## config.mk

```make
export PLATFORM = sky130hd
export DESIGN_NAME = cp15_top
export DESIGN_NICKNAME = d
export VERILOG_FILES = /design/src/hdl/cp15_pkg.sv /design/src/hdl/cp15_decode.sv /design/src/hdl/cp15_syscfg.sv /design/src/hdl/cp15_mmu_regs.sv /design/src/hdl/cp15_maint.sv /design/src/hdl/cp15_bank.sv /design/src/hdl/cp15_result.sv /design/src/hdl/cp15_top.sv
export VERILOG_INCLUDE_DIRS = /design/src /design/src/hdl
export SDC_FILE = /design/constraint.sdc
export NUM_CORES = 1
export LEC_CHECK = 0
export BUFFER_PORTS_ARGS = -buffer_cell sky130_fd_sc_hd__buf_2
export CORE_UTILIZATION = 45
export DETAILED_ROUTE_END_ITERATION = 8
export HOLD_SLACK_MARGIN = 0.06
export PLACE_DENSITY = 0.69
export SLEW_MARGIN = 20
export SYNTH_ARGS = -nofsm -noshare
export SYNTH_HDL_FRONTEND = slang
export SYNTH_SLANG_ARGS = --single-unit
export TNS_END_PERCENT = 20
```

## constraint.sdc

```tcl
create_clock -name clk -period 2.6 [get_ports clk]
set_clock_uncertainty 0.05 [all_clocks]
set_input_delay 0.52 -clock clk [delete_from_list [all_inputs] [get_ports clk]]
set_output_delay 0.52 -clock clk [all_outputs]
set_load 0.05 [all_outputs]
```

## src/hdl/cp15_settings.svh

```systemverilog
`ifndef CP15_SETTINGS_SVH
`define CP15_SETTINGS_SVH

// ************************************************************
// CRn register numbers
// ************************************************************

`define CP15_CRN_CPUID     4'd0
`define CP15_CRN_SYSCFG    4'd1
`define CP15_CRN_TTBR      4'd2
`define CP15_CRN_DOMAIN    4'd3
`define CP15_CRN_FSR       4'd5
`define CP15_CRN_FAR       4'd6
`define CP15_CRN_CACHE     4'd7
`define CP15_CRN_TLB       4'd8
`define CP15_CRN_CACHE_LCK 4'd9
`define CP15_CRN_TLB_LCK   4'd10

// ************************************************************
// Fixed values and writable masks
// ************************************************************

`define CP15_CPUID_VALUE   32'h6605_2150
`define CP15_SYSCFG_MASK   32'h0000_3007 // M, A, C, I and V
`define CP15_SYSCFG_M_BIT  0
`define CP15_SYSCFG_V_BIT  13
`define CP15_LCK_MASK      32'hfc00_0001 // Victim base plus the preserve bit
`define CP15_CP_NUM        4'd15

`endif

```

## src/hdl/cp15_pkg.sv

```systemverilog
package cp15_pkg;

	// ************************************************************
	// Data and field types
	// ************************************************************

	typedef logic [31:0] word;

	typedef logic [3:0] reg_num; // CRn, CRm or a core register

	typedef logic [2:0] cp_opcode; // op1 or op2

	typedef logic [31:14] mmu_base; // Upper bits of the TTBR

	// ************************************************************
	// Transfer direction and fault report
	// ************************************************************

	// Encoded as the L bit of the instruction
	typedef enum logic {
		CP_MCR = 1'b0,
		CP_MRC = 1'b1
	} cp_dir;

	typedef struct packed {
		logic [3:0] domain;
		logic [3:0] status;
	} fault_status;

endpackage

```

## src/hdl/cp15_decode.sv

```systemverilog
`include "cp15_settings.svh"

module cp15_decode
	import cp15_pkg::*;
(
	input  logic     insn_valid,
	input  word      insn,

	output logic     transfer,
	output cp_dir    dir,
	output reg_num   crn,
	                 crm,
	output cp_opcode op1,
	                 op2,
	output reg_num   rt,
	output logic     undef
);

	logic legal, implemented, bad_dir;

	assign op1 = insn[23:21];
	assign crn = insn[19:16];
	assign rt  = insn[15:12];
	assign op2 = insn[7:5];
	assign crm = insn[3:0];

	assign dir = insn[20] ? CP_MRC : CP_MCR;

	// Register transfer class, bit 4 set, coprocessor 15
	assign legal = insn[27:24] == 4'b1110 && insn[4] && insn[11:8] == `CP15_CP_NUM;

	always_comb begin
		implemented = 1'b1;
		bad_dir = 1'b0;

		unique case (crn)
			`CP15_CRN_CPUID:
				bad_dir = dir == CP_MCR; // ID register is read only

			`CP15_CRN_SYSCFG, `CP15_CRN_TTBR, `CP15_CRN_DOMAIN,
			`CP15_CRN_FSR, `CP15_CRN_FAR,
			`CP15_CRN_CACHE_LCK, `CP15_CRN_TLB_LCK:
				bad_dir = 1'b0;

			`CP15_CRN_CACHE, `CP15_CRN_TLB:
				bad_dir = dir == CP_MRC; // Maintenance ops are write only

			default:
				implemented = 1'b0;
		endcase
	end

	assign undef = insn_valid && (!legal || !implemented || bad_dir);
	assign transfer = insn_valid && !undef;

endmodule

```

## src/hdl/cp15_syscfg.sv

```systemverilog
`include "cp15_settings.svh"

module cp15_syscfg
	import cp15_pkg::*;
(
	input  logic clk,
	             rst_n,
	             transfer,
	input  word  write,

	output word  read,
	output logic mmu_enable,
	             high_vectors
);

	word ctrl;

	// ************************************************************
	// Control register
	// ************************************************************

	always_ff @(posedge clk or negedge rst_n) begin
		if (!rst_n) begin
			ctrl <= '0;
		end else if (transfer) begin
			ctrl <= write & `CP15_SYSCFG_MASK; // Reserved bits stay zero
		end
	end

	assign read = ctrl;

	assign mmu_enable   = ctrl[`CP15_SYSCFG_M_BIT];
	assign high_vectors = ctrl[`CP15_SYSCFG_V_BIT]; // Vectors at 0xffff0000

endmodule

```

## src/hdl/cp15_mmu_regs.sv

```systemverilog
`include "cp15_settings.svh"

module cp15_mmu_regs
	import cp15_pkg::*;
(
	input  logic                  clk,
	                              rst_n,
	                              transfer,
	input  reg_num                crn,
	input  word                   write,
	input  logic                  fault,
	input  word                   fault_addr,
	input  cp15_pkg::fault_status fault_status,

	output word                   read,
	output mmu_base               mmu_ttbr
);

	mmu_base ttbr;
	word domain, far;
	cp15_pkg::fault_status fsr;

	// ************************************************************
	// Translation base and domain access
	// ************************************************************

	always_ff @(posedge clk or negedge rst_n) begin
		if (!rst_n) begin
			ttbr <= '0;
			domain <= '0;
		end else if (transfer) begin
			if (crn == `CP15_CRN_TTBR)
				ttbr <= write[31:14]; // Table is 16 KB aligned

			if (crn == `CP15_CRN_DOMAIN)
				domain <= write;
		end
	end

	// ************************************************************
	// Fault status and address
	// ************************************************************

	always_ff @(posedge clk or negedge rst_n) begin
		if (!rst_n) begin
			fsr <= '0;
			far <= '0;
		end else if (fault) begin
			fsr <= fault_status; // Hardware capture beats a software write
			far <= fault_addr;
		end else if (transfer) begin
			if (crn == `CP15_CRN_FSR)
				fsr <= cp15_pkg::fault_status'(write[7:0]);

			if (crn == `CP15_CRN_FAR)
				far <= write;
		end
	end

	always_comb begin
		unique case (crn)
			`CP15_CRN_TTBR:   read = {ttbr, 14'b0};
			`CP15_CRN_DOMAIN: read = domain;
			`CP15_CRN_FSR:    read = {24'b0, fsr};
			`CP15_CRN_FAR:    read = far;
			default:          read = '0;
		endcase
	end

	assign mmu_ttbr = ttbr;

endmodule

```

## src/hdl/cp15_maint.sv

```systemverilog
`include "cp15_settings.svh"

module cp15_maint
	import cp15_pkg::*;
(
	input  logic   clk,
	               rst_n,
	               transfer,
	input  reg_num crn,
	input  word    write,

	output word    read,
	output logic   cache_flush,
	               tlb_flush
);

	word cache_lck, tlb_lck;

	// ************************************************************
	// Maintenance strobes
	// ************************************************************

	// The write data selects a line or an MVA in a full core and is not used here
	always_ff @(posedge clk or negedge rst_n) begin
		if (!rst_n) begin
			cache_flush <= 1'b0;
			tlb_flush <= 1'b0;
		end else begin
			cache_flush <= transfer && crn == `CP15_CRN_CACHE; // One cycle wide
			tlb_flush <= transfer && crn == `CP15_CRN_TLB;
		end
	end

	// ************************************************************
	// Lockdown registers
	// ************************************************************

	always_ff @(posedge clk or negedge rst_n) begin
		if (!rst_n) begin
			cache_lck <= '0;
			tlb_lck <= '0;
		end else if (transfer) begin
			if (crn == `CP15_CRN_CACHE_LCK)
				cache_lck <= write & `CP15_LCK_MASK;

			if (crn == `CP15_CRN_TLB_LCK)
				tlb_lck <= write & `CP15_LCK_MASK;
		end
	end

	always_comb begin
		unique case (crn)
			`CP15_CRN_CACHE_LCK: read = cache_lck;
			`CP15_CRN_TLB_LCK:   read = tlb_lck;
			default:             read = '0;
		endcase
	end

endmodule

```

## src/hdl/cp15_bank.sv

```systemverilog
`include "cp15_settings.svh"

module cp15_bank
	import cp15_pkg::*;
(
	input  logic                  clk,
	                              rst_n,
	                              transfer,
	input  cp_dir                 dir,
	input  reg_num                crn,
	input  word                   write,
	input  logic                  fault,
	input  word                   fault_addr,
	input  cp15_pkg::fault_status fault_status,

	output word                   read,
	output logic                  mmu_enable,
	                              high_vectors,
	output mmu_base               mmu_ttbr,
	output logic                  cache_flush,
	                              tlb_flush
);

	logic wr_en, sys_sel, mmu_sel, maint_sel;
	word sys_read, mmu_read, maint_read;

	// ************************************************************
	// Write steering
	// ************************************************************

	assign wr_en = transfer && dir == CP_MCR; // Reads never touch state

	assign sys_sel = crn == `CP15_CRN_SYSCFG;
	assign mmu_sel = crn inside {`CP15_CRN_TTBR, `CP15_CRN_DOMAIN,
	                             `CP15_CRN_FSR, `CP15_CRN_FAR};
	assign maint_sel = crn inside {`CP15_CRN_CACHE, `CP15_CRN_TLB,
	                               `CP15_CRN_CACHE_LCK, `CP15_CRN_TLB_LCK};

	cp15_syscfg syscfg0 (
		.clk(clk),
		.rst_n(rst_n),
		.transfer(wr_en && sys_sel),
		.write(write),
		.read(sys_read),
		.mmu_enable(mmu_enable),
		.high_vectors(high_vectors)
	);

	cp15_mmu_regs mmu_regs0 (
		.clk(clk),
		.rst_n(rst_n),
		.transfer(wr_en && mmu_sel),
		.crn(crn),
		.write(write),
		.fault(fault),
		.fault_addr(fault_addr),
		.fault_status(fault_status),
		.read(mmu_read),
		.mmu_ttbr(mmu_ttbr)
	);

	cp15_maint maint0 (
		.clk(clk),
		.rst_n(rst_n),
		.transfer(wr_en && maint_sel),
		.crn(crn),
		.write(write),
		.read(maint_read),
		.cache_flush(cache_flush),
		.tlb_flush(tlb_flush)
	);

	// ************************************************************
	// Read mux
	// ************************************************************

	always_comb begin
		if (crn == `CP15_CRN_CPUID)
			read = `CP15_CPUID_VALUE;
		else if (sys_sel)
			read = sys_read;
		else if (mmu_sel)
			read = mmu_read;
		else if (maint_sel)
			read = maint_read; // Zero for the flush registers
		else
			read = '0;
	end

endmodule

```

## src/hdl/cp15_result.sv

```systemverilog
module cp15_result
	import cp15_pkg::*;
(
	input  logic   clk,
	               rst_n,
	               transfer,
	input  cp_dir  dir,
	input  reg_num rt,
	input  word    read,
	input  logic   undef_in,

	output logic   rd_valid,
	output reg_num rd,
	output word    rd_data,
	output logic   undef
);

	logic wb_en;

	assign wb_en = transfer && dir == CP_MRC;

	// ************************************************************
	// Write-back stage
	// ************************************************************

	always_ff @(posedge clk or negedge rst_n) begin
		if (!rst_n) begin
			rd_valid <= 1'b0;
			undef <= 1'b0;
		end else begin
			rd_valid <= wb_en;
			undef <= undef_in; // Core takes the undefined instruction trap
		end
	end

	always_ff @(posedge clk) begin
		if (wb_en) begin
			rd <= rt;
			rd_data <= read;
		end
	end

endmodule

```

## src/hdl/cp15_top.sv

```systemverilog
module cp15_top
	import cp15_pkg::*;
(
	input  logic                  clk,
	                              rst_n,
	                              insn_valid,
	input  word                   insn,
	                              write_data,
	input  logic                  fault,
	input  word                   fault_addr,
	input  cp15_pkg::fault_status fault_status,

	output logic                  rd_valid,
	output reg_num                rd,
	output word                   rd_data,
	output logic                  undef,
	                              mmu_enable,
	                              high_vectors,
	output mmu_base               mmu_ttbr,
	output logic                  cache_flush,
	                              tlb_flush
);

	logic transfer, dec_undef;
	cp_dir dir;
	reg_num crn, rt;
	word read;

	cp15_decode decode0 (
		.insn_valid(insn_valid),
		.insn(insn),
		.transfer(transfer),
		.dir(dir),
		.crn(crn),
		.crm(), // No CRm sub-selection in this core
		.op1(),
		.op2(),
		.rt(rt),
		.undef(dec_undef)
	);

	cp15_bank bank0 (
		.clk(clk),
		.rst_n(rst_n),
		.transfer(transfer),
		.dir(dir),
		.crn(crn),
		.write(write_data),
		.fault(fault),
		.fault_addr(fault_addr),
		.fault_status(fault_status),
		.read(read),
		.mmu_enable(mmu_enable),
		.high_vectors(high_vectors),
		.mmu_ttbr(mmu_ttbr),
		.cache_flush(cache_flush),
		.tlb_flush(tlb_flush)
	);

	cp15_result result0 (
		.clk(clk),
		.rst_n(rst_n),
		.transfer(transfer),
		.dir(dir),
		.rt(rt),
		.read(read),
		.undef_in(dec_undef),
		.rd_valid(rd_valid),
		.rd(rd),
		.rd_data(rd_data),
		.undef(undef)
	);

endmodule

```

==> summary.md <==
| Metric | Value |
|---|---|
| Initial Util | `46.0%` |
| Vias/cell | `5.51` |
| Post-CTS sizing | `0` |
| Pin count of the biggest net entering global routing | `81` |
| Top-area cell type share of the netlist area | `42.3%` |
| Logic pwr share | `6.7%` |
| Mapped Cells | `527` |
| Total power | `5230 uW` |
| Root buffer cell | `clkbuf_16` |
| Worst min-delay path category | `input port to async pin` |
| CTS tree | `built` |
| CP max stage delay | `310 ps` |
| Final setup margin | `625 ps` |
| H-tree depth | `4` |
| Worst Path Required | `2640 ps` |
| Synthesis-to-layout area growth | `25.4%` |
| Final hold vios | `0` |
| LEAKAGE | `0.00406 uW` |
| Net Count, Synth | `635` |
| CTS Hold Bufs | `0` |
| Peak supply drop | `0.000585 V` |
| Switching Power | `1160 uW` |
| Number of max-cap violations | `0` |
| Setup WS pre-CTS | `212 ps` |
| Clock network fraction of design power | `45.8%` |
| CP dominant cell by count | `buf_4` |
| I/O pins | `168` |
| GRT Overall Usage | `22.8%` |
| 1st-iter DRT viols | `378` |
| PwrDens | `623 nW/um^2` |
| CP Capture Type | `flip-flop` |
| CTS max path bufs | `2` |
| Row count | `44` |
| Antenna violations before repair | `2` |
| Worst setup path category | `input port to flip-flop` |
| Clk slew on worst S/H paths | `60 ps` |
| Final HPWL DP | `11.1 mm` |
| Worst path top cell family by delay | `buffers and inverters` |
| RSZ-0062 raised after global routing | `false` |
| Sw Ratio | `22.2%` |
| Grt ovf | `0` |
| Period utilization | `76.0%` |
| Via count | `4907` |
| Slew Limit Fails | `0` |
| Synthesized area | `6690 sq um` |
| CP cell instances | `buf_2, buf_4, nor2_1, a22oi_4, nand4bb_1, nor2_4, buf_4` |
| Syn. warnings | `0` |
| Rel. slew slack | `61.6%` |
| Wire per inst | `18.7 microns` |
| Cell-internal power | `4070 uW` |
| Layout cells sized above 1 | `41.8%` |
| Top FF cell, synth | `dfrtp_1` |
| EDFF count, synth | `36` |
| Core box area | `14500 sq um` |
| Outcome | `complete, no violations` |
| Arrival @ worst endpoint | `2010 ps` |
| Die Area | `15400 sq um` |
| Layout Nets | `801` |
| Slowest-stage cell, CP | `buf_4` |
| Post-layout minimum cycle time | `1980 ps` |
| Final GP Congestion | `0.814` |
| Setup-failing EPs final | `0` |
| Fmax | `506 MHz` |
| Reg power frac | `47.5%` |
| Setup_tns | `0 ps` |
| Area leader, netlist | `dfrtp_1` |
| Num CTS Buffers | `17` |
| Synth cell count leaders | `dfrtp_1 (113), nand2_1 (76), mux2_2 (56)` |
| Register area share after synthesis | `58.4%` |
| Post-synthesis cell type count | `52` |
| Port bufs | `153` |
| Most instantiated library cell after synthesis | `dfrtp_1` |
| Worst-path fanout max | `25` |
| DRT Wirelength | `16.7 mm` |
| Avg Inst Size Synth | `12.7 sq um` |
| Top cells by area, synth | `dfrtp_1 (42%), edfxtp_1 (16%), mux2_2 (9.4%)` |
| First-pass DRT Iterations | `5` |
| Synthesized flop and latch total | `149` |
| Vias in the first global route | `4940` |
| CP bufs+invs | `3` |
| Post-CTS Setup Bufs | `0` |
| First-pass GRT wire length | `25.8 mm` |
| Die Span Y | `124 microns` |
| Post-synthesis async set-or-reset flop share | `75.8%` |
| CP Launch Type | `input port` |
| Worst-Margin Slew | `576 ps` |
| Later-pin clock latency in the skew report | `420 ps` |
| # DRC | `0` |
| Post-DRT Antenna Nets | `0` |
| Sink Count | `149` |
| Die Span X | `124 microns` |
==> power by group through the flow <==
stage | clock [uW] | sequential (uW) | combinational (uW)
6_report | 2400 | 2480 | 351
5_1_grt | 2530 | 2490 | 395
4_1_cts | 2430 | 2480 | 356
3_5_place_dp | 0 | 2530 | 355
3_3_place_gp | 0 | 2520 | 343
2_1_floorplan | 0 | 2520 | 160
==> through the flow <==
stage                     util [%]  instances  hold slack, ps  instance area [sq um]
after floorplan                  -        527             174                   6700
after global placement        53.7        858             424                   7800
after detailed placement      53.7        858             431                   7800
after CTS                     57.7        890            65.2                   8390
after global routing          57.7        891            90.8                   8390
final                         57.7        891            45.0                   8390
==> registers in the layout, indices dropped and copies added, names as in the netlist <==
register,flops
bank0.maint0.cache_flush,1
bank0.maint0.cache_lck,7
bank0.maint0.tlb_flush,1
bank0.maint0.tlb_lck,7
bank0.mmu_regs0.domain,32
bank0.mmu_regs0.far,32
bank0.mmu_regs0.fsr,8
bank0.mmu_regs0.mmu_ttbr,18
bank0.syscfg0.read,5
result0.rd,4
result0.rd_data,32
result0.rd_valid,1
result0.undef,1
==> logic make-up (layout without fill, tap and decap cells) <==
group | after synthesis | count (layout) | share of synthesized area [%]
other | 0 | 1 | 0
AO/OA/AOI/OAI | 108 | 108 | 10.6
flip-flops | 149 | 149 | 58.4
multiplexers | 109 | 109 | 18.2
buffers and inverters | 37 | 216 | 2.71
AND/OR/NAND/NOR | 124 | 124 | 10.1
==> cell usage in the layout, fill, tap and decap left out, drive strengths merged, types with 3 or more instances in the layout <==
cell type	n
a22o	7
inv	3
edfxtp	36
buf	181
a31oi	3
nor2	11
clkbuf	25
dfrtp	113
o21ai	48
mux2	69
a22oi	28
nand2	76
clkinv	6
nand3	9
mux2i	40
a21oi	8
nand4	6
==> per-layer routing <==
metal / vias to the layer above / routed length, microns / global-route usage (%)
met5: - / 0 / 0
met4: 0 / 225 / 6.70
met3: 19 / 881 / 6.14
met2: 140 / 8260 / 37.7
met1: 2483 / 7290 / 29.1
li1: 2265 / - / -
==> area by class of cell <==
type,instances,area (sq um)
inverters,3,11.3
diodes,1,2.50
flip-flops and latches,149,3910
clock buffers,25,517
multi-input cells,341,2640
clock inverters,7,67.6
repair buffers,181,1020
well taps,184,230
fillers,1223,6140
==> worst paths after layout <==
path                                               endpoint  slack [ps]  cells after the start                        from
worst max-delay path                    result0.rd_data[27]         620                      7                    insn[17]
max in group asynchronous       bank0.mmu_regs0.mmu_ttbr[3]        1770                      2                       rst_n
worst min register to register   bank0.mmu_regs0.domain[20]         440                      1  bank0.mmu_regs0.domain[20]
worst max register to register          result0.rd_data[29]        1280                      4  bank0.maint0.cache_lck[29]
worst min-delay path                          result0.undef          40                      1                       rst_n
min in group clk                              result0.rd[3]         230                      1                    insn[15]
Power figures use the tool's default switching activity.
